`src/include/mem_params.svh`:
```
`ifndef MEM_PARAMS_SVH
`define MEM_PARAMS_SVH

// ==================================================
// Bus widths
// ==================================================
`define MEM_DATA_W 32
`define MEM_ADDR_W 32
// One select per byte lane
`define MEM_SEL_W 4

// ==================================================
// Memory map
// ==================================================
// Data RAM, word addressed inside
`define RAM_BASE 32'h1000_0000
`define RAM_BYTES 1024
// GPIO block, out reg at +0, in reg at +4
`define GPIO_BASE 32'hFFFF_FFF8
`define GPIO_BYTES 8
`define GPIO_W 32

`endif

```
`src/design/mem_bus_pkg.sv`:
```
`include "mem_params.svh"

package mem_bus_pkg;

    // ==================================================
    // Shared bus request, driven by a master
    // ==================================================
    typedef struct packed {
        logic                   cyc;
        logic                   stb;
        logic                   we;
        // Byte lane enables
        logic [`MEM_SEL_W-1:0]  sel;
        logic [`MEM_ADDR_W-1:0] addr;
        logic [`MEM_DATA_W-1:0] data;
    } bus_req_t;

    // Slave answer, all zero when idle so answers merge by OR
    typedef struct packed {
        logic                   ack;
        logic                   err;
        logic [`MEM_DATA_W-1:0] data;
    } bus_rsp_t;

    // Granted master, 0 is the CPU side
    typedef logic [0:0] master_idx_t;

endpackage

```
`src/design/gpio_regs.sv`:
```
`timescale 1ns/1ns
`include "mem_params.svh"

module gpio_regs (
    input  logic                  i_clk,
    input  logic                  i_rst_n,
    input  mem_bus_pkg::bus_req_t i_req,
    output mem_bus_pkg::bus_rsp_t o_rsp,
    input  logic [`GPIO_W-1:0]    i_gpio,
    output logic [`GPIO_W-1:0]    o_gpio
);

    logic [`GPIO_W-1:0]     out_q;
    logic [`GPIO_W-1:0]     in_q;
    logic [`MEM_DATA_W-1:0] rdata_q;
    logic                   ack_q;
    logic                   err_q;
    logic                   accept;
    logic                   bad_wr;

    assign accept = i_req.cyc && i_req.stb && !ack_q && !err_q;
    // Offset 4 is the input reg, read only
    assign bad_wr = i_req.we && i_req.addr[2];

    // Pins sampled every cycle
    always_ff @(posedge i_clk) begin
        in_q <= i_gpio;
        if (accept) begin
            rdata_q <= i_req.addr[2] ? in_q : out_q;
        end
    end

    // ==================================================
    // Output reg and handshake
    // ==================================================
    always_ff @(posedge i_clk) begin
        if (!i_rst_n) begin
            out_q <= '0;
            ack_q <= 1'b0;
            err_q <= 1'b0;
        end else begin
            ack_q <= accept && !bad_wr;
            err_q <= accept && bad_wr;
            if (accept && i_req.we && !i_req.addr[2]) begin
                for (int i = 0; i < `MEM_SEL_W; i++) begin
                    if (i_req.sel[i]) begin
                        out_q[8*i +: 8] <= i_req.data[8*i +: 8];
                    end
                end
            end
        end
    end

    assign o_gpio     = out_q;
    assign o_rsp.ack  = ack_q;
    assign o_rsp.err  = err_q;
    assign o_rsp.data = ack_q ? rdata_q : '0;

endmodule

```
`config.mk`:
```
export PLATFORM = sky130hd
export DESIGN_NAME = gpio_regs
export DESIGN_NICKNAME = d
export VERILOG_FILES = /design/src/design/mem_bus_pkg.sv /design/src/design/gpio_regs.sv
export VERILOG_INCLUDE_DIRS = /design/src /design/src/include
export SDC_FILE = /design/constraint.sdc
export NUM_CORES = 1
export LEC_CHECK = 0
export ABC_AREA = 0
export BUFFER_PORTS_ARGS = -buffer_cell sky130_fd_sc_hd__buf_4
export CAP_MARGIN = 40
export CELL_PAD_IN_SITES_DETAIL_PLACEMENT = 1
export CELL_PAD_IN_SITES_GLOBAL_PLACEMENT = 2
export CORE_MARGIN = 3
export CORE_UTILIZATION = 31
export CTS_BUF_LIST = sky130_fd_sc_hd__clkbuf_4 sky130_fd_sc_hd__clkbuf_8
export CTS_CLUSTER_SIZE = 10
export DETAILED_ROUTE_END_ITERATION = 8
export GPL_TIMING_DRIVEN = 0
export PLACE_DENSITY = 0.85
export REMOVE_ABC_BUFFERS = 1
export SYNTH_ARGS = -nofsm -noshare
export SYNTH_HDL_FRONTEND = slang
export SYNTH_SLANG_ARGS = --single-unit
```
`constraint.sdc`:
```
create_clock -name i_clk -period 3.25 [get_ports i_clk]
set_input_delay 0.1625 -clock i_clk [delete_from_list [all_inputs] [get_ports i_clk]]
set_output_delay 0.1625 -clock i_clk [all_outputs]
set_load 0.02 [all_outputs]
```
**After elaboration in Yosys (flattened, before gate mapping)**

Cells that the tools add are included.

- Bits in registers: 98
- Input bits: 105
- Output and inout port bits: 66
- Word-level logic and storage cells: 26

- Multiplexer cells: 2
- Reduce and logical (&&, ||, !) cells: 16

Operators by type and width:

| operator | number |
|---|---|
| 32-bit 2-to-1 mux | 2 |
| 1-bit logical AND | 8 |
| 2-bit AND reduction | 4 |
| 1-bit zero test | 4 |

**Logic depth before layout (Yosys ltp)**

- Word-level depth: 6
- Mapped depth: 5
- Gate-level depth less buffers: 3

**Worst setup path after synthesis**

No wires, ideal clock.

- Path type: reg-to-reg
- Start: reg ack_q
- End: reg out_q[0], in the netlist o_gpio[0]
- Library setup time: 0.072 ns
- Arrival: 1.434 ns
- Required time: 3.178 ns
- Slack: 1.745 ns
- Stages on the path, launching flop included: 5
- Buffers on the path: 1
- Period minus slack after synthesis: 1.505 ns
- Cell sequence: dfxtp_1 > and4bb_4 > and3_1 > buf_6 > mux2i_1

- Cells in the longest elaborated chain, start to end: 6

RTL lines:

| item | line | source |
|---|---|---|
| start: declaration | gpio_regs.sv:16 | `logic ack_q;` |
| start signal: assignment | gpio_regs.sv:42 | `ack_q <= accept && !bad_wr;` |
| 1-bit zero test | gpio_regs.sv:21 | `assign accept = i_req.cyc && i_req.stb && !ack_q && !err_q;` |
| 1-bit logical AND (2 in series) | gpio_regs.sv:21 |  |
| named net accept | gpio_regs.sv:18 | `logic accept;` |
| 1-bit logical AND (2 in series) | gpio_regs.sv:44 | `if (accept && i_req.we && !i_req.addr[2]) begin` |
| 2-bit AND reduction (no source line) | n/a |  |
| end signal: indexed assignment | gpio_regs.sv:47 | `out_q[8*i +: 8] <= i_req.data[8*i +: 8];` |
| end: declaration | gpio_regs.sv:13 | `` logic [`GPIO_W-1:0] out_q; `` |

The timed path passes the listed nets, and every way through them passes these cells.
A chain may end at the register's enable or synchronous reset.

**Worst setup path in the final report**

- Start: reg ack_q
- End: reg out_q[12], in the netlist o_gpio[12]

The elaborated chain is that of the path after synthesis.

==> results.ini <==
[placed_design]
portBuffers = 139
hpwl_mm = 6.224
gp_congestion = 0.6996

[route]
drtIter0Drc = 103
wl_per_cell_um = 15.70
drtPass1Iterations = 4
ant_nets = 0
routed_wirelength_mm = 9.370
drc_errors = 0
via_per_inst = 4.430
vias = 2645

[logic_synthesis]
synth-seq-area-share_pct = 63.53
syn_avg_cell_area_um2 = 12.47
yosys.area.top_type = dfxtp_1
synth-adder-area-share_pct = 0
synth.top_cells.by_area = dfxtp_1 (37%), edfxtp_1 (27%), mux2_2 (10%)
synth_top_area_share_pct = 36.78
netlist_area_mm2 = 0.003592
ys_warn_count = 0
yosys.area_share.xor_xnor_pct = 0
synth_top_family_by_area = multiplexers
syn_inst = 288
synth_mux_area_share_pct = 18.95
synth_cell_types = 16
synth-simple-area-share_pct = 14.04
synth_compound_area_share_pct = 0.1393
yosys_register_bits = 98

[sta]
fmax_mhz = 440.2
rsz0062_at_grt = false
fin_setup_tns_ps = 0
min_period_over_period_pct = 69.89
final_hold_viol_count = 0
maxSlewViolCount = 0
final.min_clock_period_ps = 2272
tightest_slew_ps = 659.3
finalSetupViolations = 0
max-slew-margin-rel_pct = 56.04
fin_skew_ps = 8.594

[clocking]
clk_pin_slew_worst_paths_ps = 90
post_cts_buffers = 0
cts.sinks = 98
cts_hold_buffers = 33
cts_tree = built
h-tree-depth = 3
clock_path_buffers = 2
cts-root-buf = clkbuf_8
postCtsResizedCells = 0
numCtsBuffers = 9
worstSkewPairLatency_ps = 350

[setup_path]
cp.arrival_ps = 2540
timing.rr.start = ack_q
r2r_setup_slack_ps = 980
worstSetupStartpoint = ack_q
critPathLaunchType = register
required_ps = 3520
end_kind = register
path_max_fanout = 37
path_class = reg -> reg

[grt]
antenna_found_initial = 0
grt_max_degree = 66
gr-total-overflow = 0
grt_pass1_vias = 2840
grt_pass1_wl_mm = 14.69
grt_use_total_pct = 14.59

[power_and_ir_drop]
cellLeakagePower_uw = 0.002267
power_uw = 2408
vdd_drop_max_mv = 0.2607
power.density_mw_per_mm2 = 457.3

[floorplan]
fp.dieH_um = 113.6
die_w_um = 113.6
start_util_pct = 32.43
dieArea_mm2 = 0.01292
num_rows = 38
coreArea_mm2 = 0.01108
io-pin-count = 171

[status]
status = finished, final reports clean

[finish]
final_common_cell = buf_4
multi_input_area_mm2 = 0.001190
layout.nets = 557
seqCellArea_mm2 = 0.002282
diodes = 0
most-common-layout-cells = buf_4 (139), nand2_1 (66), dfxtp_1 (66), dlygate4sd3_1 (33)
drive_gt1_share_pct = 41.79
area_growth_pct = 46.60
post-route-util_pct = 47.54
fillerInstances = 1208

[worst_hold_path]
hold_path.startpoint = i_req[15]
hp-class = in -> reg

[job]
drv_cap = 0

## metrics by stage
step / cells / setup slack [ps] / instance area [µm²] / hold WS, ps
detailed placement: 548 / 893.0 / 4718 / 268.9
global route: 597 / 789.6 / 5266 / 24.46
finish: 597 / 978.4 / 5266 / 54.75
floorplan: 268 / 1321 / 3472 / 190.2
global placement: 547 / 603.4 / 4691 / 267.8
CTS: 597 / 884.5 / 5266 / 30.28
## synth_stat cells, drive strengths merged
| master | instances |
|---|---|
| a21oi | 1 |
| mux2i | 32 |
| clkbuf | 8 |
| dfxtp | 66 |
| nor2 | 1 |
| nor2b | 1 |
| and3 | 4 |
| buf | 12 |
| mux2 | 32 |
| and2 | 32 |
| edfxtp | 32 |
| nand2 | 66 |
| and4bb | 1 |
## power breakdown
part | total, µW | internal, µW | switching (µW)
logic | 234 | 136 | 97.4
registers | 1330 | 1310 | 14.2
clock network | 849 | 432 | 416
## critical path: stages, from the launching register on
cell	delay, ps
dfxtp_1	480
and4bb_4	830
and3_1	610
mux2i_1	270
## area by class of cell
cell class,instances,share of cell area (%)
well taps,140,3.326
repair buffers,173,26.61
multi-input cells,170,22.59
clock inverters,7,1.782
flip-flops and latches,98,43.34
clock buffers,9,2.352
## flip-flops by register name, indices dropped and copies added, names as in the netlist
name / flops
o_gpio: 32
ack_q: 1
err_q: 1
rdata_q: 32
in_q: 32
## routing by layer
layer  part of all wire (%)  GRT usage, %
met5                      0             0
met2                     51         25.80
met3                    6.4         4.297
met4                   0.63         3.606
met1                     42         17.37
## final timing paths
path              depth (start not counted)    endpoint
setup / recovery                          3  o_gpio[12]
hold / removal                            3  o_gpio[15]
setup reg to reg                          3  o_gpio[12]
hold reg to reg                           2  o_gpio[10]
## cells by family (layout without fill, tap and decap cells)
group,Yosys count,count (layout)
AO/OA/AOI/OAI,1,1
buffers and inverters,20,189
flip-flops,98,98
multiplexers,64,64
AND/OR/NAND/NOR,105,105
Note: power is estimated with default switching activity, not from simulation.
