==> config.mk <==
export PLATFORM = sky130hd
export DESIGN_NAME = bus_arbiter
export DESIGN_NICKNAME = d
export VERILOG_FILES = /design/src/design/mem_bus_pkg.sv /design/src/design/bus_arbiter.sv
export VERILOG_INCLUDE_DIRS = /design/src /design/src/include
export SDC_FILE = /design/constraint.sdc
export NUM_CORES = 1
export LEC_CHECK = 0
export BUFFER_PORTS_ARGS = -buffer_cell sky130_fd_sc_hd__buf_2
export CORE_AREA = 3 3 123 125
export DETAILED_ROUTE_END_ITERATION = 7
export DIE_AREA = 0 0 126 128
export PLACE_DENSITY_LB_ADDON = 0.25
export SYNTH_ARGS = -nofsm -noshare
export SYNTH_HDL_FRONTEND = slang
export SYNTH_SLANG_ARGS = --single-unit
==> constraint.sdc <==
create_clock -name i_clk -period 1.8 [get_ports i_clk]
set_input_delay 0.54 -clock i_clk [delete_from_list [all_inputs] [get_ports i_clk]]
set_output_delay 0.54 -clock i_clk [all_outputs]
set_load 0.03 [all_outputs]
==> src/include/mem_params.svh <==
`ifndef MEM_PARAMS_SVH
`define MEM_PARAMS_SVH

// ==================================================
// Bus widths
// ==================================================
`define MEM_DATA_W 32
`define MEM_ADDR_W 32
// One select per byte lane
`define MEM_SEL_W 4

// ==================================================
// Memory map
// ==================================================
// Data RAM, word addressed inside
`define RAM_BASE 32'h1000_0000
`define RAM_BYTES 1024
// GPIO block, out reg at +0, in reg at +4
`define GPIO_BASE 32'hFFFF_FFF8
`define GPIO_BYTES 8
`define GPIO_W 32

`endif

==> src/design/mem_bus_pkg.sv <==
`include "mem_params.svh"

package mem_bus_pkg;

    // ==================================================
    // Shared bus request, driven by a master
    // ==================================================
    typedef struct packed {
        logic                   cyc;
        logic                   stb;
        logic                   we;
        // Byte lane enables
        logic [`MEM_SEL_W-1:0]  sel;
        logic [`MEM_ADDR_W-1:0] addr;
        logic [`MEM_DATA_W-1:0] data;
    } bus_req_t;

    // Slave answer, all zero when idle so answers merge by OR
    typedef struct packed {
        logic                   ack;
        logic                   err;
        logic [`MEM_DATA_W-1:0] data;
    } bus_rsp_t;

    // Granted master, 0 is the CPU side
    typedef logic [0:0] master_idx_t;

endpackage

==> src/design/bus_arbiter.sv <==
`timescale 1ns/1ns

module bus_arbiter (
    input  logic                  i_clk,
    input  logic                  i_rst_n,
    // Master 0 is the CPU, master 1 the DMA
    input  mem_bus_pkg::bus_req_t i_m0,
    input  mem_bus_pkg::bus_req_t i_m1,
    output mem_bus_pkg::bus_rsp_t o_m0,
    output mem_bus_pkg::bus_rsp_t o_m1,
    // Single slave side
    output mem_bus_pkg::bus_req_t o_s,
    input  mem_bus_pkg::bus_rsp_t i_s
);

    logic                     grant_valid;
    mem_bus_pkg::master_idx_t grant_idx;
    logic                     slv_done;

    assign slv_done = i_s.ack || i_s.err;

    // ==================================================
    // Grant register
    // ==================================================
    always_ff @(posedge i_clk) begin
        if (!i_rst_n) begin
            grant_valid <= 1'b0;
            grant_idx   <= 1'b0;
        end else if (!grant_valid) begin
            // Fixed priority on an idle bus
            if (i_m0.cyc) begin
                grant_valid <= 1'b1;
                grant_idx   <= 1'b0;
            end else if (i_m1.cyc) begin
                grant_valid <= 1'b1;
                grant_idx   <= 1'b1;
            end
        end else if (slv_done) begin
            grant_valid <= 1'b0;
        end
    end

    // Forward only the owner, everything else reads as idle
    always_comb begin
        o_s = '0;
        if (grant_valid) begin
            o_s = grant_idx ? i_m1 : i_m0;
        end
    end

    // Answers go back to the owner only
    assign o_m0 = (grant_valid && grant_idx == 1'b0) ? i_s : '0;
    assign o_m1 = (grant_valid && grant_idx == 1'b1) ? i_s : '0;

    // Slaves only ever answer a granted cycle, so no answer is lost
    a_rsp_has_owner: assert property (@(posedge i_clk) disable iff (!i_rst_n)
        slv_done |-> grant_valid);

endmodule

Word level (Yosys, flattened, before mapping)

Index checks and enable logic that the tools add are counted.

Add/subtract/negate cells: 0
Multiply operators: 0
Divide/modulo/power cells: 0
Magnitude comparators: 0
Equality and inequality tests: 0
Shift operators: 0
Muxes and demuxes: 10
Bitwise logic cells: 2
Reduce and logical (&&, ||, !) cells: 5

Operators by type and width:

| kind                | count |
|---|---|
| $mux W71            | 2 |
| $mux W34            | 2 |
| $mux W1             | 6 |
| $logic_and A1 B1 Y1 | 2 |
| $not A1 Y1          | 2 |
| $reduce_and A2 Y1   | 1 |
| $reduce_bool A2 Y1  | 1 |
| $logic_or A1 B1 Y1  | 1 |

Bits in registers: 2
Bits in latches: 0
Memory bits (writable): 0
ROM bits: 0
Input bits: 178
Output and inout bits: 139
Word-level logic and storage cells: 19
Memories kept: 0

Longest topological paths before layout

Word-level depth: 3
Gate-level depth with buffers: 5
Gate-level depth less buffers: 2

Worst setup path before layout

No wires, ideal clock.

Path type: reg2out
Start point: register grant_idx
End point: output port o_s[57] (netlist bit)
Arrival time: 1,274 ps
Required time: 1,260 ps
Setup slack: -14 ps
Cell stages (with the launch flop): 6
Path buffers: 3
Cell sequence: dfxtp_1 buf_4 buf_8 buf_12 mux2i_1 nor2b_1

RTL lines:

| element                | line              | source |
|---|---|---|
| start, declared        | bus_arbiter.sv:17 | `mem_bus_pkg::master_idx_t grant_idx;` |
| start signal, assigned | bus_arbiter.sv:28 | `grant_idx <= 1'b0;` |
| start signal, assigned | bus_arbiter.sv:33 | `grant_idx <= 1'b0;` |
| start signal, assigned | bus_arbiter.sv:36 | `grant_idx <= 1'b1;` |
| end, declared          | bus_arbiter.sv:12 | `output mem_bus_pkg::bus_req_t o_s,` |

==> results.sh <==
export IMPL_netlist_area_mm2=0.00184
export IMPL_timing_setup_tns_ps=-6970
export IMPL_max_slew_margin=0.774
export IMPL_ios=317
export IMPL_yosysTopAreaCell="mux2i_1"
export IMPL_initial_core_util=0.131
export IMPL_finalCritPeriodShare=1.06
export IMPL_grt_max_degree=59
export IMPL_synth_async_reset_ratio=0
export IMPL_root_buffer="clkbuf_16"
export IMPL_fin_area_mm2=0.00475
export IMPL_grt_util_all_layers=0.116
export IMPL_r2r_slack_ps=660
export IMPL_area_delta_synth_final_pct=158
export IMPL_p_per_area_mw_per_mm2=401
export IMPL_syn_area_per_cell_um2=7.50
export IMPL_drt_pre_antenna_iters=4
export IMPL_htree_levels=1
export IMPL_rows=43
export IMPL_ys_types=16
export IMPL_worstHoldEndpoint="grant_idx"
export IMPL_cts_clk_slew_worst_paths_ps=30
export IMPL_yosys_top_cells_count="nor2b_1, mux2i_1, and2_1, and3_1, clkbuf_1"
export IMPL_reg2reg_from="grant_valid"
export IMPL_p_leak_nw=2.41
export IMPL_clock_latency_ps=220
export IMPL_vias=2986
export IMPL_status="finished with violations"
export IMPL_grt_ovfl_total=0
export IMPL_drc=0
export IMPL_cp_data_required_time_ps=1260
export IMPL_cts_buffers=3
export IMPL_finalHoldViolCount=0
export IMPL_synth_area_leaders="mux2i_1, nor2b_1, and2_1"
export IMPL_synth_cells=245
export IMPL_avgViaCountPerCell=4.03
export IMPL_wl_per_cell_um=14.9
export IMPL_tritoncts="built"
export IMPL_start_kind="flip-flop"
export IMPL_setup_viol=135
export IMPL_cap_viol_max_count=0
export IMPL_synth_seq_cells=2
export IMPL_grt_pass1_vias=3036
export IMPL_min_path_type="input port to flip-flop"
export IMPL_reg2reg_to="grant_valid"
export IMPL_reg2reg_depth=3
export IMPL_holdPathStages=2
export IMPL_synth_most_common_cell="nor2b_1"
export IMPL_ant_nets=0
export IMPL_clock_sinks=2
export IMPL_yosys_area_top_type_share=0.387
export IMPL_drive_above_1_share=0.699
export IMPL_die_area_mm2=0.0161
export IMPL_cp_data_arrival_time_ps=1370
export IMPL_end_kind="primary output"
export IMPL_dp_hpwl_mm=7.88
export IMPL_die_height_um=128
export IMPL_critPathMaxFanout=7
export IMPL_worst_slew_pin_slew_ps=339
export IMPL_routed_wl_mm=11.0
export IMPL_yosys_warnings=0
export IMPL_irDropWorstVdd_v=0.000200
export IMPL_violations="negative setup slack"
export IMPL_die_w_um=126
export IMPL_grt_pass1_wl_mm=15.3
export IMPL_nNetsFinal=740
export IMPL_min_period_ps=1910
export IMPL_finClkSkew_ps=2.68
export IMPL_drt_iter0_drc=84
export IMPL_ys_flop_type="dfxtp_1"
export IMPL_maxSlewViolCount=0
export IMPL_cts_buffer_depth=2
export IMPL_antenna_found_initial=1
export IMPL_dpl_cell_area_mm2=0.00364
export IMPL_diodes=0
export IMPL_fin_ws_ps=-105
export IMPL_core_area_mm2=0.0140
export IMPL_gp_congestion=0.875
export IMPL_fmax_ghz=0.525
export IMPL_critPathKind="flip-flop to primary output"
export IMPL_rsz0062_at_grt="yes"
export IMPL_hold_start="i_rst_n"
export IMPL_p_total_mw=1.91
export IMPL_portBuffers=316
export IMPL_synth_nets=423
export IMPL_ys_seq_area_frac=0.0218
export IMPL_synth_edf_count=0
-- kinds of logic (layout without fill, tap and decap cells) --
group                  count (synthesis)  in the layout  synth area share
flip-flops                             2              2            0.0218
AO/OA/AOI/OAI                          3              3            0.0143
buffers and inverters                 28            344            0.0933
multiplexers                          71             71             0.387
AND/OR/NAND/NOR                      141            141             0.484
-- flip-flops by register name (all words and copies together) (netlist names) --
name,cells
grant_idx,1
grant_valid,1
-- where the power goes --
group,leakage (nW),internal (mW),switching (mW)
logic,2.36,0.715,0.789
registers,0.0175,0.0486,0.00546
clock network,0.0382,0.292,0.0562
-- cells in the final DEF (no fill, tap or decap) --
| master | netlist | final |
|---|---|---|
| mux2i_2 | 0 | 7 |
| dfxtp_2 | 0 | 1 |
| inv_1 | 1 | 1 |
| o21ai_0 | 1 | 1 |
| buf_12 | 1 | 6 |
| buf_2 | 1 | 207 |
| and3_1 | 34 | 12 |
| mux2i_4 | 0 | 3 |
| buf_16 | 0 | 5 |
| nor2b_2 | 0 | 10 |
| o221a_2 | 1 | 1 |
| and2_4 | 0 | 4 |
| mux2i_1 | 71 | 61 |
| clkbuf_16 | 0 | 6 |
| bufbuf_16 | 0 | 1 |
| buf_6 | 0 | 71 |
| clkbuf_1 | 10 | 1 |
| nor2b_1 | 72 | 62 |
| dfxtp_4 | 0 | 1 |
| nor2b_4 | 1 | 1 |
| buf_4 | 8 | 44 |
| and2_1 | 34 | 30 |
| and3_4 | 0 | 22 |
| buf_8 | 1 | 2 |
| o311a_1 | 1 | 1 |
-- metal layers --
layer	vias up	global-route usage	share of wire
li1	1459	-	-
met1	1348	0.120	0.34
met3	14	0.0163	0.067
met2	163	0.239	0.57
met5	-	0	0.0012
met4	2	0.0297	0.015
-- worst max-delay path, stage by stage, from the launching register on --
cell and delay [ps]:
dfxtp_4 360, buf_12 160, buf_12 150, mux2i_2 220, nor2b_1 80, buf_4 170
-- final cells by class --
class	count	area, um2
clock buffers	4	78.8
inverters	1	3.75
multi-input cells	215	1840
fillers	1484	9240
flip-flops and latches	2	45.0
well taps	180	225
repair buffers	339	2560
-- per-stage QoR --
stage / setup slack [ps] / std cells / hold slack [ps] / util
floorplan: 78.2 / 245 / 641 / -
global placement: 93.0 / 724 / 796 / 0.261
detailed placement: 64.3 / 724 / 796 / 0.261
CTS: -109 / 736 / 572 / 0.315
global route: -184 / 741 / 586 / 0.340
finish: -105 / 741 / 573 / 0.340
-- worst max path at each step --
stage                   start       to  slack (ps)  cells after the start
finish              grant_idx  o_s[27]        -110                      5
global route        grant_idx  o_s[27]        -180                      5
CTS                 grant_idx  o_s[32]        -110                      5
detailed placement  grant_idx  o_s[32]          60                      4
global placement    grant_idx  o_s[32]          90                      4
floorplan           grant_idx  o_s[10]          80                      4
-- what timing repair did --
action                                  in CTS  in global routing
gates resized for setup                    172                 57
endpoints found under the setup margin     113                137
setup buffers                                4                  1
cloned                                       5                  4
hold buffers                                 0                  0
No activity file was read; power rests on OpenSTA's default activity.
