## config.mk

```make
export PLATFORM = sky130hd
export DESIGN_NAME = data_bus_master
export DESIGN_NICKNAME = d
export VERILOG_FILES = /design/src/design/mem_bus_pkg.sv /design/src/design/mem_access_pkg.sv /design/src/design/data_bus_master.sv
export VERILOG_INCLUDE_DIRS = /design/src /design/src/include
export SDC_FILE = /design/constraint.sdc
export NUM_CORES = 1
export LEC_CHECK = 0
export BUFFER_PORTS_ARGS = -buffer_cell sky130_fd_sc_hd__buf_2
export CORE_UTILIZATION = 31
export CTS_BUF_LIST = sky130_fd_sc_hd__clkbuf_4
export DETAILED_ROUTE_END_ITERATION = 10
export GPL_TIMING_DRIVEN = 0
export PLACE_DENSITY_LB_ADDON = 0.12
export SLEW_MARGIN = 10
export SYNTH_ARGS = -nofsm -noshare
export SYNTH_HDL_FRONTEND = slang
export SYNTH_SLANG_ARGS = --single-unit
```

## constraint.sdc

```tcl
create_clock -name i_clk -period 10.2 [get_ports i_clk]
set_clock_uncertainty 0.2 [all_clocks]
set_input_delay 3.06 -clock i_clk [delete_from_list [all_inputs] [get_ports i_clk]]
set_output_delay 3.06 -clock i_clk [all_outputs]
set_load 0.02 [all_outputs]
```

## src/include/mem_params.svh

```systemverilog
`ifndef MEM_PARAMS_SVH
`define MEM_PARAMS_SVH

// ==================================================
// Bus widths
// ==================================================
`define MEM_DATA_W 32
`define MEM_ADDR_W 32
// One select per byte lane
`define MEM_SEL_W 4

// ==================================================
// Memory map
// ==================================================
// Data RAM, word addressed inside
`define RAM_BASE 32'h1000_0000
`define RAM_BYTES 1024
// GPIO block, out reg at +0, in reg at +4
`define GPIO_BASE 32'hFFFF_FFF8
`define GPIO_BYTES 8
`define GPIO_W 32

`endif

```

## src/design/mem_bus_pkg.sv

```systemverilog
`include "mem_params.svh"

package mem_bus_pkg;

    // ==================================================
    // Shared bus request, driven by a master
    // ==================================================
    typedef struct packed {
        logic                   cyc;
        logic                   stb;
        logic                   we;
        // Byte lane enables
        logic [`MEM_SEL_W-1:0]  sel;
        logic [`MEM_ADDR_W-1:0] addr;
        logic [`MEM_DATA_W-1:0] data;
    } bus_req_t;

    // Slave answer, all zero when idle so answers merge by OR
    typedef struct packed {
        logic                   ack;
        logic                   err;
        logic [`MEM_DATA_W-1:0] data;
    } bus_rsp_t;

    // Granted master, 0 is the CPU side
    typedef logic [0:0] master_idx_t;

endpackage

```

## src/design/mem_access_pkg.sv

```systemverilog
`include "mem_params.svh"

package mem_access_pkg;

    // ==================================================
    // CPU load/store view
    // ==================================================
    // Access width
    typedef enum logic [1:0] {
        SIZE_BYTE = 2'b00,
        SIZE_HALF = 2'b01,
        SIZE_WORD = 2'b10
    } access_size_e;

    // Held by the CPU until the one-cycle ack
    typedef struct packed {
        logic                   we;
        access_size_e           size;
        // Zero extend on loads when set
        logic                   is_unsigned;
        logic [`MEM_ADDR_W-1:0] addr;
        logic [`MEM_DATA_W-1:0] wdata;
    } cpu_req_t;

endpackage

```

## src/design/data_bus_master.sv

```systemverilog
`timescale 1ns/1ns
`include "mem_params.svh"

module data_bus_master (
    input  logic                     i_clk,
    input  logic                     i_rst_n,
    input  logic                     i_cpu_req,
    input  mem_access_pkg::cpu_req_t i_cpu,
    output logic                     o_cpu_ack,
    output logic                     o_cpu_err,
    output logic [`MEM_DATA_W-1:0]   o_cpu_rdata,
    output mem_bus_pkg::bus_req_t    o_bus,
    input  mem_bus_pkg::bus_rsp_t    i_bus
);

    mem_bus_pkg::bus_req_t        bus_q;
    // Saved at accept, used to realign read data
    mem_access_pkg::access_size_e size_q;
    logic                         unsigned_q;
    logic [1:0]                   off_q;
    logic [`MEM_SEL_W-1:0]        sel_d;
    logic [`MEM_DATA_W-1:0]       rd_shift;
    logic                         busy;
    logic                         done;

    assign busy = bus_q.cyc;
    // Cycle ends on either answer
    assign done = busy && (i_bus.ack || i_bus.err);

    // ==================================================
    // Request side
    // ==================================================
    // Lane enables from size and low address bits
    always_comb begin
        case (i_cpu.size)
            mem_access_pkg::SIZE_BYTE: sel_d = 4'b0001 << i_cpu.addr[1:0];
            mem_access_pkg::SIZE_HALF: sel_d = 4'b0011 << {i_cpu.addr[1], 1'b0};
            default:                   sel_d = 4'b1111;
        endcase
    end

    always_ff @(posedge i_clk) begin
        if (!i_rst_n) begin
            bus_q.cyc <= 1'b0;
            bus_q.stb <= 1'b0;
        end else if (done) begin
            // Drop cyc for at least the next cycle
            bus_q.cyc <= 1'b0;
            bus_q.stb <= 1'b0;
        end else if (!busy && i_cpu_req) begin
            bus_q.cyc  <= 1'b1;
            bus_q.stb  <= 1'b1;
            bus_q.we   <= i_cpu.we;
            bus_q.sel  <= sel_d;
            bus_q.addr <= i_cpu.addr;
            // Move store data into its lanes
            bus_q.data <= i_cpu.wdata << {i_cpu.addr[1:0], 3'b000};
            size_q     <= i_cpu.size;
            unsigned_q <= i_cpu.is_unsigned;
            off_q      <= i_cpu.addr[1:0];
        end
    end

    assign o_bus = bus_q;

    // ==================================================
    // Response side
    // ==================================================
    assign o_cpu_ack = busy && i_bus.ack;
    assign o_cpu_err = busy && i_bus.err;

    // Bring the addressed lane down to bit 0
    assign rd_shift = i_bus.data >> {off_q, 3'b000};

    always_comb begin
        o_cpu_rdata = '0;
        if (o_cpu_ack) begin
            case (size_q)
                mem_access_pkg::SIZE_BYTE:
                    o_cpu_rdata = {{24{rd_shift[7] & ~unsigned_q}}, rd_shift[7:0]};
                mem_access_pkg::SIZE_HALF:
                    o_cpu_rdata = {{16{rd_shift[15] & ~unsigned_q}}, rd_shift[15:0]};
                default:
                    o_cpu_rdata = rd_shift;
            endcase
        end
    end

    // CPU keeps fields steady until it sees the ack
    a_req_stable: assert property (@(posedge i_clk) disable iff (!i_rst_n)
        (i_cpu_req && !o_cpu_ack && !o_cpu_err) |=> $stable(i_cpu));

endmodule

```

# Word-level counts from Yosys, hierarchy flattened
# Index checks and enable logic that the tools add are counted.
[totals] reg_bits=75 input_bits=105 out_inout_bits=105 word_cells=32
[classes] eq_ne=2 n_shift=4 muxes=3 bitwise=5 reduce_logical=10
[op_table] op="case mux 32 bit (2 select lines)" n=1
[op_table] op="two-way mux 32 bit" n=1
[op_table] op="left shift 32 x 5 -> 32 bit" n=1
[op_table] op="right shift 32 x 5 -> 32 bit" n=1
[op_table] op="case mux 4 bit (2 select lines)" n=1
[op_table] op="equality test 2 x 1 -> 1 bit, second input constant" n=2
[op_table] op="logical AND 1 bit" n=4
[op_table] op="zero test 2 bit" n=2
[op_table] op="left shift 1 x 2 -> 4 bit, first input constant" n=1
[op_table] op="left shift 2 x 2 -> 4 bit, first input constant" n=1
[op_table] op="NOT 1 bit" n=3
[op_table] op="AND reduction 3 bit" n=1
[op_table] op="bitwise AND 1 bit" n=2
[op_table] op="OR reduction 2 bit" n=1
[op_table] op="zero test 1 bit" n=1
[op_table] op="logical OR 1 bit" n=1

# Logic depth before layout (Yosys ltp)
[depth] word_depth=4 depth_mapped=6 ltp_nobuf=3

# Worst setup path after synthesis
# OpenSTA, ideal clock, no wires.
[synth_timing] path_type="input to output" start="input i_bus[33] in the netlist's numbering" end="output o_cpu_rdata[16]" arrival_ns=4.102 path_slack_ns=2.838 cell_stages=4 cell_sequence="nand2_2 > or3_1 > clkbuf_2 > o21ai_0"
[synth_via] elab_chain_len=2
[synth_lines] item="start, declared" line="data_bus_master.sv:13" text="input mem_bus_pkg::bus_rsp_t i_bus"
[synth_lines] item="logical AND 1 bit" line="data_bus_master.sv:69" text="assign o_cpu_ack = busy && i_bus.ack;"
[synth_lines] item="two-way mux 32 bit" line="data_bus_master.sv:77" text="if (o_cpu_ack) begin"
[synth_lines] item="end, declared" line="data_bus_master.sv:11" text="output logic [`MEM_DATA_W-1:0] o_cpu_rdata,"
# No other way between the ends.

# Worst setup path in the final report
[layout_timing] start="input i_bus[31] in the netlist's numbering" end="output o_cpu_rdata[27]"
[layout_via] elab_chain_len=4 elab_cells_between_ends=5 classes_between="1 x shift; 2 x mux; 2 x bitwise"
[layout_lines] item="right shift 32 x 5 -> 32 bit (*)" line="data_bus_master.sv:73" text="assign rd_shift = i_bus.data >> {off_q, 3'b000};"
[layout_lines] item="bitwise AND 1 bit (on tied branches)" line="data_bus_master.sv:82, data_bus_master.sv:80"
[layout_lines] item="case mux 32 bit (2 select lines) (*)" line="data_bus_master.sv:78" text="case (size_q)"
[layout_lines] item="two-way mux 32 bit (*)" line="data_bus_master.sv:77"
# Mark *: on every way between the ends. The rest lies on a longest branch, timed or not.

==> out/qor.yml <==
logic_synthesis:
  syn-cell-area_um2: 3615
  synthMostInstantiatedCell: "edfxtp_1"
  yosysWarnings: 0
  synth.area.top_cells: "edfxtp_1, mux2i_1, mux2_2, a211oi_1, nor2_1"
  synthArstFlopShare_pct: 0
  synth_common_cells: "edfxtp_1, mux2i_1, nor2_1"
  syn_inst: 276
  syn_nets: 381
  avgSynthCellArea_um2: 13.10
  synth-main-ff-cell: "edfxtp_1"
  ys_seq_area_share_pct: 60.37
  synth_edf_count: 72
  synth-seq-cells: 73
  yosys.area.top_type: "edfxtp_1"
  ys_types: 34
  synth_top_area_share_pct: 59.81
die:
  dieArea_um2: 12100
  pin_count: 210
  die_w_um: 110.0
  dieHeight_um: 110.0
  design.core.area_um2: 11370
  start_util_pct: 31.79
  rows: 39
layout:
  fillers: 1167
  final_area_um2: 4969
  insertedDiodeCount: 0
  layout.nets: 602
  final_core_util_pct: 43.70
  area_growth_pct: 37.45
  instances_no_fill: 645
  drive_gt1_share_pct: 52.39
sta:
  max_freq_mhz: 130.9
  setup_viol: 0
  tightest_slew_ps: 651.6
  finalCritPeriodShare_pct: 74.91
  final.setup.tns_ps: 0
  max_slew_margin_pct: 56.40
  rsz0062_at_grt: "false"
  hold_violations: 0
  slew_viol_final: 0
  period_minus_slack_ps: 7640
route:
  drc: 0
  drt_iter0_markers: 117
  vias: 3086
  viasPerCell: 4.784
  wirelength_mm: 10.35
  wl_per_cell_um: 16.05
  drtAntennaViolNets: 0
  first_pass_iters: 4
clocking:
  cts_hold_buf: 0
  clkSinkCount: 73
  htreeDepth: 3
  clockRootBuffer: "clkbuf_4"
  cts_tree: "yes"
  post-cts-setup-buffers: 0
  cts-resized-gates: 0
  cts.clk_slew.worst_paths_ps: 110
  clockBufferDepth: 2
  insertion_delay_ps: 400
  cts_buffers: 9
grt:
  grt_pass1_wl_mm: 15.10
  grt_use_met2_pct: 27.72
  top_usage_layer: "met2"
  met3_usage_pct: 6.996
  antenna_found_initial: 0
  track_usage_pct: 16.91
  grt_remaining_overflow: 0
  grt_max_degree: 39
  grt_pass1_vias: 2897
  use_met1_pct: 20.65
placement:
  port_buffers: 209
  place_area_um2: 4863
  hpwl_mm: 7.825
  dp.cells: 629
  place_congestion: 0.7844
critical_path:
  slowest_delay_ps: 470
  cpMaxStageDelayCell: "a221oi_4"
  path_cells: "buf_2 -> mux2_2 -> a221oi_4 -> buf_6 -> o2bb2ai_1 -> buf_2"
  crit_fanout: 10
  crit_type: "in -> out"
  cp_common_cell: "buf_2"
  required_ps: 6940
  r2r-start: "o_bus[69]"
  endpoint_kind: "output pin"
  crit_path_start_kind: "input pin"
  worst_ep_arrival_time_ps: 4380
  cp-startpoint: "i_bus[31]"
  reg2reg_slack_ps: 8290
  worstRegToRegCells: 2
hold_path:
  worstHoldStart: "o_bus[69]"
  min_path_cells: 2
  worstHoldPathType: "reg -> reg"
pwr:
  leakage_uw: 0.002195
  ir_drop_mv: 0.05634
  powerDensity_nw_per_um2: 124.0
  total_power_uw: 615.9
run_status:
  status: "finished clean"
job:
  maxCapViolCount: 0
routing by layer:
metal / vias up / wire, µm
met5: - / 0
met4: 0 / 89
met3: 7 / 1084
met2: 137 / 4974
met1: 1454 / 4201
li1: 1488 / -
cells by family after synthesis:
family                    share of synthesized area, %
DFF                                              60.37
and+or+nand+nor                                  9.969
xor gates and xnor gates                        0.2423
buffers and inverters                            4.153
muxes                                            12.67
AOI/OAI and AO/OA                                12.60
per-stage QoR:
step	hold slack, ps	worst slack, ps
after global placement	429.3	2584
after floorplan	385.7	2838
after CTS	460.7	2554
after detailed placement	445.3	2556
after global routing	488.3	2460
final	452.5	2560
state kept, by name (all words and copies together) (netlist names):
signal,count
o_bus,70
size_q,2
unsigned_q,1
layout by cell type (no fill, tap or decap), types with 2 or more instances in the layout:
cell and count:
o21ai_2 2, clkinvlp_4 2, and2_1 10, buf_6 4
clkbuf_4 9, a21oi_1 8, inv_1 4, edfxtp_1 72
nor2b_1 12, nand2_1 16, o21ai_0 14, nor3_1 8
and4b_1 2, mux2_2 16, nor2_1 20, mux2i_1 24
buf_2 216, buf_1 2, clkinv_2 3, a221oi_1 8
clkbuf_2 2, o2bb2ai_1 8, buf_4 2, a21o_1 2
o21bai_1 2, a211oi_1 15, clkbuf_1 6, clkinv_1 2
worst paths after layout:
check | end
worst max-delay path | o_cpu_rdata[27]
worst min-delay path | o_bus[69]
worst max register to register | o_bus[20]
worst min register to register | o_bus[69]
report_power, final:
group	internal (µW)	switching, µW	leakage, µW
logic	47.8	69.1	0.00146
clock network	47.1	102	0.0000566
registers	346	3.78	0.000677
area by class of cell:
| type | count | area [µm²] | share of cell area (%) |
|---|---|---|---|
| Inverter | 4 | 15.01 | 0.3022 |
| Clock inverter | 7 | 37.54 | 0.7555 |
| Timing Repair Buffer | 210 | 1066 | 21.46 |
| Buffer | 23 | 135.1 | 2.720 |
| Tap cell | 143 | 178.9 | 3.601 |
| Sequential cell | 73 | 2182 | 43.92 |
| Multi-Input combinational cell | 176 | 1286 | 25.89 |
| Clock buffer | 9 | 67.56 | 1.360 |
worst max-delay path, delay by kind of cell:
kind	cells	cell delay (ps)
multiplexers	1	300
AO/OA/AOI/OAI	2	530
buffers and inverters	3	490
Power figures use the tool's default switching activity.
