## src/include/mem_params.svh

```systemverilog
`ifndef MEM_PARAMS_SVH
`define MEM_PARAMS_SVH

// ==================================================
// Bus widths
// ==================================================
`define MEM_DATA_W 32
`define MEM_ADDR_W 32
// One select per byte lane
`define MEM_SEL_W 4

// ==================================================
// Memory map
// ==================================================
// Data RAM, word addressed inside
`define RAM_BASE 32'h1000_0000
`define RAM_BYTES 1024
// GPIO block, out reg at +0, in reg at +4
`define GPIO_BASE 32'hFFFF_FFF8
`define GPIO_BYTES 8
`define GPIO_W 32

`endif

```

## src/design/mem_bus_pkg.sv

```systemverilog
`include "mem_params.svh"

package mem_bus_pkg;

    // ==================================================
    // Shared bus request, driven by a master
    // ==================================================
    typedef struct packed {
        logic                   cyc;
        logic                   stb;
        logic                   we;
        // Byte lane enables
        logic [`MEM_SEL_W-1:0]  sel;
        logic [`MEM_ADDR_W-1:0] addr;
        logic [`MEM_DATA_W-1:0] data;
    } bus_req_t;

    // Slave answer, all zero when idle so answers merge by OR
    typedef struct packed {
        logic                   ack;
        logic                   err;
        logic [`MEM_DATA_W-1:0] data;
    } bus_rsp_t;

    // Granted master, 0 is the CPU side
    typedef logic [0:0] master_idx_t;

endpackage

```

## src/design/bus_decoder.sv

```systemverilog
`timescale 1ns/1ns
`include "mem_params.svh"

module bus_decoder (
    input  logic                  i_clk,
    input  logic                  i_rst_n,
    input  mem_bus_pkg::bus_req_t i_s,
    output mem_bus_pkg::bus_rsp_t o_s,
    output mem_bus_pkg::bus_req_t o_ram_req,
    output mem_bus_pkg::bus_req_t o_gpio_req,
    input  mem_bus_pkg::bus_rsp_t i_ram_rsp,
    input  mem_bus_pkg::bus_rsp_t i_gpio_rsp
);

    // ==================================================
    // Region compare on the upper address bits
    // ==================================================
    localparam int RAM_AW  = $clog2(`RAM_BYTES);
    localparam int GPIO_AW = $clog2(`GPIO_BYTES);
    localparam logic [`MEM_ADDR_W-1:0] RAM_BASE_A  = `RAM_BASE;
    localparam logic [`MEM_ADDR_W-1:0] GPIO_BASE_A = `GPIO_BASE;

    logic hit_ram;
    logic hit_gpio;
    logic unmapped;
    logic err_q;

    assign hit_ram  = i_s.addr[`MEM_ADDR_W-1:RAM_AW] == RAM_BASE_A[`MEM_ADDR_W-1:RAM_AW];
    assign hit_gpio = i_s.addr[`MEM_ADDR_W-1:GPIO_AW] == GPIO_BASE_A[`MEM_ADDR_W-1:GPIO_AW];
    assign unmapped = i_s.cyc && i_s.stb && !hit_ram && !hit_gpio;

    // Same fields to both, strobes to the match only
    always_comb begin
        o_ram_req      = i_s;
        o_ram_req.cyc  = i_s.cyc && hit_ram;
        o_ram_req.stb  = i_s.stb && hit_ram;
        o_gpio_req     = i_s;
        o_gpio_req.cyc = i_s.cyc && hit_gpio;
        o_gpio_req.stb = i_s.stb && hit_gpio;
    end

    // Own error for no match, one pulse per cycle
    always_ff @(posedge i_clk) begin
        if (!i_rst_n) begin
            err_q <= 1'b0;
        end else begin
            err_q <= unmapped && !err_q;
        end
    end

    // Idle slaves drive zero
    assign o_s.ack  = i_ram_rsp.ack | i_gpio_rsp.ack;
    assign o_s.err  = i_ram_rsp.err | i_gpio_rsp.err | err_q;
    assign o_s.data = i_ram_rsp.data | i_gpio_rsp.data;

    // One answer at most reaches the OR merge
    a_one_answer: assert property (@(posedge i_clk) disable iff (!i_rst_n)
        $onehot0({i_ram_rsp.ack | i_ram_rsp.err, i_gpio_rsp.ack | i_gpio_rsp.err, err_q}));

endmodule

```

## config.mk

```make
export PLATFORM = sky130hd
export DESIGN_NAME = bus_decoder
export DESIGN_NICKNAME = d
export VERILOG_FILES = /design/src/design/mem_bus_pkg.sv /design/src/design/bus_decoder.sv
export VERILOG_INCLUDE_DIRS = /design/src /design/src/include
export SDC_FILE = /design/constraint.sdc
export NUM_CORES = 1
export LEC_CHECK = 0
export BUFFER_PORTS_ARGS = -buffer_cell sky130_fd_sc_hd__clkbuf_2
export CAP_MARGIN = 40
export CELL_PAD_IN_SITES_DETAIL_PLACEMENT = 1
export CELL_PAD_IN_SITES_GLOBAL_PLACEMENT = 1
export CORE_AREA = 3 3 122 124
export CTS_BUF_LIST = sky130_fd_sc_hd__clkbuf_16
export DETAILED_ROUTE_END_ITERATION = 8
export DIE_AREA = 0 0 125 127
export PLACE_DENSITY = 0.81
export SYNTH_ARGS = -nofsm -noshare
export SYNTH_HDL_FRONTEND = slang
export SYNTH_SLANG_ARGS = --single-unit
```

## constraint.sdc

```tcl
create_clock -name i_clk -period 1.01 [get_ports i_clk]
set_clock_uncertainty 0.15 [all_clocks]
set_input_delay 0 -clock i_clk [delete_from_list [all_inputs] [get_ports i_clk]]
set_output_delay 0 -clock i_clk [all_outputs]
set_load 0.005 [all_outputs]
```

[Word-level counts from Yosys, hierarchy flattened]
Index checks and enable logic that the tools add are counted.
Storage, ports and cells
  register bits after elaboration: 1
  input bits: 141
  output and inout bits: 176
  word-level logic and storage cells: 18
Cells by class
  eq/ne operators: 2
  bitwise gates (word level): 4
  reductions and logical operators: 11
Operators with widths (count)
  32-bit OR: 1
  29-bit == test (second input constant): 1
  22-bit by 19-bit == test with 1-bit output (second input constant): 1
  1-bit logical AND: 8
  1-bit logical NOT: 3
  1-bit OR: 3

[Depth between registers and ports, before layout]
Gate-level depths: netlist of the first run.
  word-level depth: 5
  mapped depth: 4
  depth with buffers taken out: 4

[Least setup slack after synthesis of the first run]
OpenSTA, ideal clock, no wires.
  path kind: input-to-reg
  start: in i_s[47] in the netlist's numbering
  end: reg err_q
  setup time: 124 ps
  arrival time: 820 ps
  required time: 736 ps
  path slack: -84 ps
  stages: 3
  path buffers: 0
  cell sequence: or4_4 > nor4_4 > nor3b_1
Between the ends
  longest elaborated chain between the ends: 5
  elaborated cells between the ends (all ways): 7
  classes of those cells: eq/ne: 2; reduce/logical: 5
RTL lines
  from (decl): RTL line bus_decoder.sv:7  | input mem_bus_pkg::bus_req_t i_s,
  22-bit by 19-bit == test with 1-bit output: RTL line bus_decoder.sv:28  | assign hit_ram = i_s.addr[`MEM_ADDR_W-1:RAM_AW] == RAM_BASE_A[`MEM_ADDR_W-1:RAM_AW];
  1-bit logical NOT: RTL line bus_decoder.sv:30  | assign unmapped = i_s.cyc && i_s.stb && !hit_ram && !hit_gpio;
  1-bit logical AND: RTL line bus_decoder.sv:30
  1-bit logical AND *: RTL line bus_decoder.sv:30
  1-bit logical AND *: RTL line bus_decoder.sv:47  | err_q <= unmapped && !err_q;
  to (signal assigned): RTL line bus_decoder.sv:47
  to (decl): RTL line bus_decoder.sv:26  | logic err_q;
Every way passes the cells marked *; elsewhere a longest branch is shown, timed or not.
A chain may end at the register's enable or synchronous reset.

[Final worst setup path of the first run]
  start: in i_s[50] in the netlist's numbering
  end: reg err_q
The elaborated chain is that of the path after synthesis.

==> results.txt, run 1 <==
- The run finished, with violations left.
* Failing checks: negative setup slack
- The detailed router placed 1,711 vias in this run.
* Synth area leaders: buf_4, or2_2, nand4_1, nor4_1, nor4_4
* CTS clk-pin slew, worst paths: 0 ns
- Standby leakage power: 0.00129 µW
* Average size of a mapped cell: 7.30 µm²
* Y dimension of the die: 127 µm
* Shortest clock period the worst path allows after layout: 1.45 ns
* Flip-flop count of the largest register, all copies and words added: 1
- Final Cycle Share: 143%
- Walking the worst path, the cells encountered are buf_6, or4_4, nor4_4, buf_4, nor3b_2.
* Final Slew Violations: 0
- Entering global routing, the biggest net connects 5 pins.
- The first routing iteration left 13 violations.
* Final antenna-violating net count: 0
- Count of boundary I/O pins: 317
- STA classifies the critical path endpoint as a register.
- After synthesis, the largest area contributor takes up 72.0% of total cell area.
* Post-detailed-route DRC marker count: 0
* Per-cell routed wire length: 13.4 µm
* DP HPWL: 5680 µm
- Worst vdd ir: 0.123 mV
- In this run the tightest slew margin relative to its limit is 77.4%.
* Final GP Congestion: 0.803
- Total buffers and inverters traversed by the critical path: 2
- Post-place instance area: 1820 µm²
- NumNets Final: 467
- Die ar.: 15,900 µm²
* Number of iterations in the first detailed-routing pass: 3
- For the final routed database, the setup TNS stands at -1.56 ns.
* Type of origin of the critical path: primary input
* Total Power Consumption: 895 µW
* Fill count: 1,721
- Worst EP required: 0.74 ns
- Row generation in the floorplan step produced 43 rows.
* Gate count of the mapped netlist: 197
* Total track usage: 7.19%
- After detailed placement, the design holds a cell count of 463.
* Cell type group with the largest total delay on the critical path: simple AND/OR/NAND/NOR gates
- The initial antenna violation count came to 0.
- Final-report hold violation count: 0
- The biggest area contributor in the post-synthesis netlist is buf_4.
* Max-Cap Viols: 0
- Setup repair after global routing could not meet its margin everywhere.
- Count of different cell masters after synthesis: 15
- Count of non-filler cells in the finished layout: 504
- For this run the aggregate overflow at the end of global routing stands at 0.
- With fillers left out, the area of the finished cells amounts to 2380 µm².
- Slowest stage cell, crit path: or4_4
- Proportion of synthesized chip area in sequential cells: 1.39%
- In the final layout, flip-flops and latches occupy 20.0 µm².
- Initial Utilization: 10.4%
- Ratio of cells with drive above 1 in the final layout: 82.7%
- Leaving out fill and tap cells, the most frequent cells in the layout are clkbuf_2, dlygate4sd3_1, or2_2.
- Worst-Skew Late Latency: 0 ns
- Leading cell type in the layout, fill and taps excluded: clkbuf_2
- First-pass GRT wire length: 9470 µm
* Finish-stage setup viols: 5
- Flop and latch count out of synthesis: 1
- Of all nets on the critical path, the largest fanout is 3.
- Total area of multi-input combinational cells: 454 µm²
* Synth-to-layout area growth: 65.1%
- The largest single stage delay on the critical path is 0.54 ns.
- Net count after synthesis: 338
* Max Clk Rate: 690 MHz
- Kind of path behind the tightest hold check: in -> out
- Summed over all layers, the routed wires come to 6750 µm.
- Post-route setup slack: -0.439 ns
* Synth Warn #: 0
- The critical path is of the in -> reg type.
- The total area inside the core boundary comes to 13,900 µm².
- X dimension of the die: 125 µm
- Total power density per cell area: 377 nW/µm²
* DR vias/cell: 3.39
- Data arrives at the worst endpoint at 1.18 ns.
* Input/output buffers: 196
* Min Hold Slack: 0.0571 ns
- Counting flops per register, the top entry is err_q.
- The largest registers in the layout are err_q: 1 flops.
* Transition time of the tightest slew-check pin: 0.336 ns
- Cell area after technology mapping: 1440 µm²
- Count of inserted antenna diode cells: 0
- Vias in the first global route: 1,842
## stage by stage
step / worst slack (ns) / utilization (%)
2_1_floorplan: -0.0829 / -
5_1_grt: -0.452 / 17.1
3_3_place_gp: -0.497 / 13.1
3_5_place_dp: -0.494 / 13.1
4_1_cts: -0.398 / 16.3
6_report: -0.439 / 17.1
## routing by layer
layer | share of wire (%) | track usage, % | routed length (µm) | vias to the layer above
li1 | - | - | - | 749
met1 | 25 | 5.43 | 1660 | 749
met2 | 59 | 16.5 | 3970 | 207
met3 | 15 | 2.84 | 1000 | 6
met4 | 1.7 | 0.957 | 113 | 0
met5 | 0 | 0 | 0 | -
## layout make-up
cell class	count	area share, %
repair buffers	265	70.6
multi-input cells	58	19.1
well taps	180	9.48
flip-flops and latches	1	0.843
## report_power, final
group	internal [µW]	switching, µW	total (µW)
sequential	42.0	0.539	42.5
clock	0	0	0
combinational	507	345	853
## kinds of logic after synthesis
family                 Yosys count  synth area share (%)
buffers and inverters          138                  72.0
DFF                              1                  1.39
and+or+nand+nor                 58                  26.6
## worst paths after layout
check | start | to | slack, ns | cells past startpoint
worst max-delay path | i_s[50] | err_q | -0.44 | 5
worst min-delay path | i_s[36] | o_gpio_req[36] | 0.06 | 2
worst max register to register | err_q | err_q | 0.16 | 2
worst min register to register | err_q | err_q | 0.37 | 2
## cell usage after synthesis (all sizes together)
cell type and count:
buf 138, or2 33, nand4 7, nor4 6, and2 2, and3 2
nand2 2, dfxtp 1, nand3 1, nand4b 1, nor3b 1, nor4b 1
or3 1, or4 1
## what timing repair did
action                                  in CTS  in global routing
setup buffers                                0                  2
hold endpoints to repair                    80                  0
pin swaps                                    1                  8
hold buffers                                40                  0
resized for setup                            8                 30
gates cloned                                 0                  0
endpoints found under the setup margin       5                  5
Note: power is estimated with default switching activity, not from simulation.
==> run 2: changes to the inputs <==
Settings changed: CORE_AREA 3 3 122 124 to 3 3 121 123, DIE_AREA 0 0 125 127 to 0 0 124 126, PLACE_DENSITY 0.81 to 0.79.
Clock period 1.01 ns to 1.6 ns, I/O delays scaled along.
==> run 2 against run 1 <==
  * The flow now finishes without violations
  * Via count down 10%
  * Register-to-register slack better by 0.58 ns
  * Die area down 1.6%
  * Setup slack better by 0.58 ns
  * Worst hold slack worse by 0.0073 ns
  * Total power down 45%
  * First-iteration DRC count down 38%
  * Final area down 15%
  * Sequential share of layout area up 0.15 points
  * Final cell count down 5.4%
  * Global-route usage down 0.74 points
  * Critical endpoint is now o_ram_req[70]
  * Largest cell class unchanged
  * Highest routed layer is now met3
==> results.txt, run 2 (same netlist as run 1, synthesis figures left out) <==
- Result of the run: finished clean
- Hold-fix buffers at CTS: 40
- Synth-to-layout area growth: 40.7%
* Final-report hold violation count: 0
* Ratio of cells with drive above 1 in the final layout: 78.5%
- In this run, post-CTS repair resized a total of 0 instances.
- In this run the tightest slew margin relative to its limit is 72.4%.
- Shortest clock period the worst path allows after layout: 1.46 ns
- Sequential cells account for 5.5% of the total power.
* Number of DRC markers after the initial detailed-route iteration: 8
- Antenna violations before repair: 0
- The floorplan step defined a die boundary enclosing 15,600 µm².
- In the final routed layout, each cell accounts on average for 13.4 µm.
- Total track usage: 6.45%
* Cell row count: 43
* Unrepaired setup endpoints after global routing: false
* Total Negative Setup Slacks: 0 ns
- Worst vdd ir: 0.0625 mV
* DP HPWL: 5390 µm
- Based on the critical path, the design can be clocked at up to 683 MHz.
- Slowest stage cell, crit path: nor4b_1
- Summing internal, switching and leakage power gives 489 µW.
* Fill count: 1,718
* Vias in the first global route: 1,487
- Worst-Skew Late Latency: 0 ns
* Total buffers and inverters traversed by the critical path: 3
- Switching power: 200 µW
- Largest net degree at the start of global routing: 5
- Worst EP required: 1.45 ns
- After detailed routing, the total wire length is 6370 µm.
- Total area of multi-input combinational cells: 383 µm²
- Summed over all cells, the static leakage comes to 0.00111 µW.
* Total power density per cell area: 241 nW/µm²
* Count of inserted antenna diode cells: 0
- Worst-path cell chain: clkbuf_2, nor4b_1, buf_4, nand4_1, nor4_4, and2_1, clkbuf_2
- In this run, placement finished with an instance count of 437.
- Final Cycle Share: 91.5%
- Leading cell type in the layout, fill and taps excluded: clkbuf_2
- Highest-count cells in the layout ignoring fill and taps: clkbuf_2, dlygate4sd3_1, or2_2
* DR vias/cell: 3.22
- In this design, the critical path's most frequently occurring cell is clkbuf_2.
* Max-Cap Viols: 0
- The number of setup buffers added after CTS is 0.
* NumNets Final: 440
* Largest regs: err_q: 1 flops
- For this design the top-level I/O count stands at 317.
- The first detailed-routing pass ran for 3 iterations.
- X dimension of the die: 124 µm
- Final GP Congestion: 0.555
- Endpoint class of the critical path: output pin
- The die is 126 µm tall.
- STA classifies the critical path startpoint as a primary input.
- The core region is 13,800 µm².
- In this design, the largest share of critical-path delay is due to simple AND/OR/NAND/NOR gates.
* Flip-flop count of the largest register, all copies and words added: 1
* Total via count after detailed routing: 1,537
* Most flops, register: err_q
* Largest fanout on the critical path: 4
- The internal portion of the total power is 289 µW.
* Share of power burned in combinational logic: 94.5%
* Clock network power share: 0%
- The initial utilization of the core area, before any placement, comes to 10.4%.
- The worst hold path belongs to the class in -> out.
* Sequential cell area: 20.0 µm²
* Transition time of the tightest slew-check pin: 0.411 ns
- Summed over all layers, the global routing overflow is 0.
- Setup violations remaining at the end of the flow were counted as 0.
* Critical path start-end classification: in -> out
* Post-detailed-route DRC marker count: 0
- The first global-routing pass estimated 7890 µm of wire.
* Switching power as a share of total power: 40.9%
- During placement, the flow inserted port buffers numbering 196.
- Count of non-filler cells in the finished layout: 477
- Arrival time at the worst endpoint: 1.31 ns
* Worst path max stage delay: 0.32 ns
* Final antenna-violating net count: 0
- Final Slew Violations: 0
==> run 2: changes by cell type in the layout (fill, tap and decap cells not counted), sizes merged <==
cell / previous run / this run
clkbuf: 186 / 196
buf: 39 / 2
==> run 2: layout make-up <==
| type | instances | share of cell area, % |
|---|---|---|
| flip-flops and latches | 1 | 0.989 |
| well taps | 180 | 11.1 |
| repair buffers | 238 | 69.0 |
| multi-input cells | 58 | 18.9 |
==> run 2: per-stage QoR <==
| stage | worst slack, ns | utilization, % | hold WS [ns] | area (µm²) |
|---|---|---|---|---|
| final | 0.137 | 14.7 | 0.0498 | 2020 |
| after detailed placement | 0.0898 | 11.8 | -0.150 | 1620 |
| after global routing | 0.0220 | 14.7 | 0.0669 | 2020 |
| after floorplan | 0.506 | - | -0.0692 | 1440 |
| after global placement | 0.0713 | 11.8 | -0.150 | 1620 |
| after CTS | 0.0831 | 14.7 | 0.0515 | 2020 |
==> run 2: power by group through the flow <==
stage / Combinational, µW / Clock [µW] / Sequential [µW]
final: 462 / 0 / 26.9
after global routing: 513 / 0 / 27.0
after CTS: 472 / 0 / 26.8
after detailed placement: 349 / 0 / 26.8
after global placement: 344 / 0 / 26.8
after floorplan: 334 / 0 / 26.7
==> run 2: path summary, 6_finish.rpt <==
kind              startpoint            end  slack (ns)  cells past startpoint
setup / recovery     i_s[59]  o_ram_req[70]        0.14                      7
hold / removal       i_s[41]  o_ram_req[41]        0.05                      2
setup reg to reg       err_q          err_q        0.74                      2
hold reg to reg        err_q          err_q        0.36                      2
==> run 2: per-layer routing <==
metal | track usage (%) | part of all wire (%) | vias up
met4 | 0 | 0 | 0
met3 | 1.08 | 14 | 0
li1 | - | - | 696
met1 | 4.76 | 25 | 657
met5 | 0 | 0 | -
met2 | 16.0 | 60 | 184
==> run 2: worst register-to-register path: stages, from the launching register on <==
cell and delay, ns:
dfxtp_1 0.28, nand4b_1 0.17, nor3b_1 0.18
==> run 3: changes to the inputs <==
--- a/config.mk
+++ b/config.mk
@@ -15,5 +15,5 @@
 export DETAILED_ROUTE_END_ITERATION = 8
 export DIE_AREA = 0 0 124 126
-export PLACE_DENSITY = 0.79
+export PLACE_DENSITY_LB_ADDON = 0.1
 export SYNTH_ARGS = -nofsm -noshare
 export SYNTH_HDL_FRONTEND = slang
==> constraint.sdc (replaced) <==
create_clock -name i_clk -period 1.6 [get_ports i_clk]
set_clock_uncertainty 0.15 [all_clocks]
set_input_delay 0.08 -clock i_clk [delete_from_list [all_inputs] [get_ports i_clk]]
set_output_delay 0.08 -clock i_clk [all_outputs]
set_load 0.005 [all_outputs]
==> run 3 against run 2 <==
  * Setup slack worse by 0.077 ns
  * Highest routed layer is now met4
  * Via count is 11% lower
  * Sequential share of layout area is 0.17 points higher
  * Core utilization is 2.2 points lower
==> results.txt, run 3 (same netlist as run 1, synthesis figures left out) <==
- The run finished with clean final reports.
- Setup violations remaining at the end of the flow were counted as 0.
- Largest regs: err_q: 1 flops
- Arrival time at the worst endpoint: 1.31 ns
* Unrepaired setup endpoints after global routing: false
- Most flops, register: err_q
- The final route contains 1,368 vias.
- After the first detailed-routing iteration, the DRC count stood at 11.
- Of all nets on the critical path, the largest fanout is 4.
- At the pin with the least slew margin, the transition time is 0.409 ns.
- For this run, design rule violations remaining after detail routing come to 0.
- During placement, the flow inserted port buffers numbering 196.
* Number of instances in the placed design: 449
- Leading cell type in the layout, fill and taps excluded: clkbuf_2
- DR vias/cell: 3.05
- Largest net degree at the start of global routing: 5
* Ratio of cells with drive above 1 in the final layout: 91.8%
- In this run the tightest slew margin relative to its limit is 72.5%.
- The die covers 15,600 µm².
* Count of boundary I/O pins: 317
- Vias in the first global route: 1,290
- Type of origin of the critical path: primary input
* Crit path top cell by count: clkbuf_2
* Total track usage: 5.21%
- The signal on the critical path passes through clkbuf_2, or4_4, nor4_4, and2_1, clkbuf_2.
- Total power density per cell area: 220 nW/µm²
* Worst vdd ir: 0.0323 mV
- Flip-flop count of the largest register, all copies and words added: 1
- In this run the horizontal extent of the chip is 124 µm.
- Y dimension of the die: 126 µm
* Kind of path behind the tightest hold check: in -> out
- Final Cycle Share: 96.3%
* Slowest stage cell, crit path: or4_4
- At the end of the flow, the number of nets in the layout was 412.
* Max-Cap Viols: 0
* Final-report hold violation count: 0
* Number of iterations in the first detailed-routing pass: 2
- Worst-Skew Late Latency: 0 ns
* Per-cell routed wire length: 11.3 µm
* Total overflow reported by the global router: 0
- Worst EP required: 1.37 ns
* Highest-count cells in the layout ignoring fill and taps: clkbuf_2, or2_2, buf_4
- Post-place instance area: 1710 µm²
- Count of non-filler cells in the finished layout: 449
- Initial Utilization: 10.4%
- Final hold analysis gives a worst-case slack of 0.0100 ns.
- Max Clk Rate: 649 MHz
* Antenna violations before repair: 0
- Critical path start-end classification: in -> out
- The smallest clock period supported by the final layout is computed as 1.54 ns.
- DP HPWL: 4890 µm
- The final count of pins violating max slew is 0.
- The first global-routing pass estimated 6550 µm of wire.
- Total Routed Length: 5070 µm
- The floorplan has 43 rows.
- For this run, the slowest stage of the critical path takes 0.55 ns.
- Core Footprint: 13,800 µm²
* Synth-to-layout area growth: 20.0%
- Standby leakage power: 0.00100 µW
* Number of setup buffers added after CTS: 0
* Total Negative Setup Slacks: 0 ns
- Final antenna-violating net count: 0
- Final GP Congestion: 0.610
* Endpoint class of the critical path: output pin
- The repair_antennas step left the layout with diodes totalling 0.
- Once layout is done, the placed cells without fillers occupy 1730 µm².
==> run 3: changes by cell type in the layout (fill, tap and decap cells not counted) <==
cell and change:
nor4_1 -1, dlygate4sd3_1 -40, nor4b_2 +1, nor4b_1 -1
nor4_2 +1, buf_4 +12
==> run 3: power by group <==
part,internal [µW],switching [µW]
sequential,26.5,0.377
clock,0,0
combinational,213,140
total,239,141
==> run 3: layout make-up <==
cell class              instances  area (µm²)
fillers                      1758       12000
multi-input cells              58         395
flip-flops and latches          1        20.0
well taps                     180         225
repair buffers                210        1090
==> run 3: worst max-delay path, delay by kind of cell <==
| kind | cells | cell delay (ns) |
|---|---|---|
| buffers and inverters | 2 | 0.22 |
| and+or+nand+nor | 3 | 1.01 |
==> run 3: metrics by stage <==
step / util, % / power [µW] / setup WS, ns
5_1_grt: 12.5 / 423 / 0.00232
4_1_cts: 12.4 / 390 / 0.0144
3_5_place_dp: 12.4 / 389 / 0.0304
3_3_place_gp: 12.4 / 392 / -0.00553
6_report: 12.5 / 380 / 0.0597
2_1_floorplan: - / 361 / 0.368
==> run 3: final timing paths <==
kind,startpoint,to,slack [ns],depth (start not counted)
worst min-delay path,i_s[25],o_gpio_req[25],0.01,0
worst max register to register,err_q,err_q,0.70,2
worst min register to register,err_q,err_q,0.36,2
worst max-delay path,i_s[47],o_ram_req[69],0.06,5
==> run 3: repair_timing <==
item | in CTS | in global routing
resized for setup | 0 | 2
setup endpoints to repair | 0 | 5
hold buffers | 0 | 0
==> run 3: layer usage <==
metal	global-route usage, %	part of all wire [%]	vias up
met4	2.71	5.5	0
li1	-	-	639
met1	3.97	26	567
met5	0	0	-
met3	1.30	16	27
met2	11.2	53	135
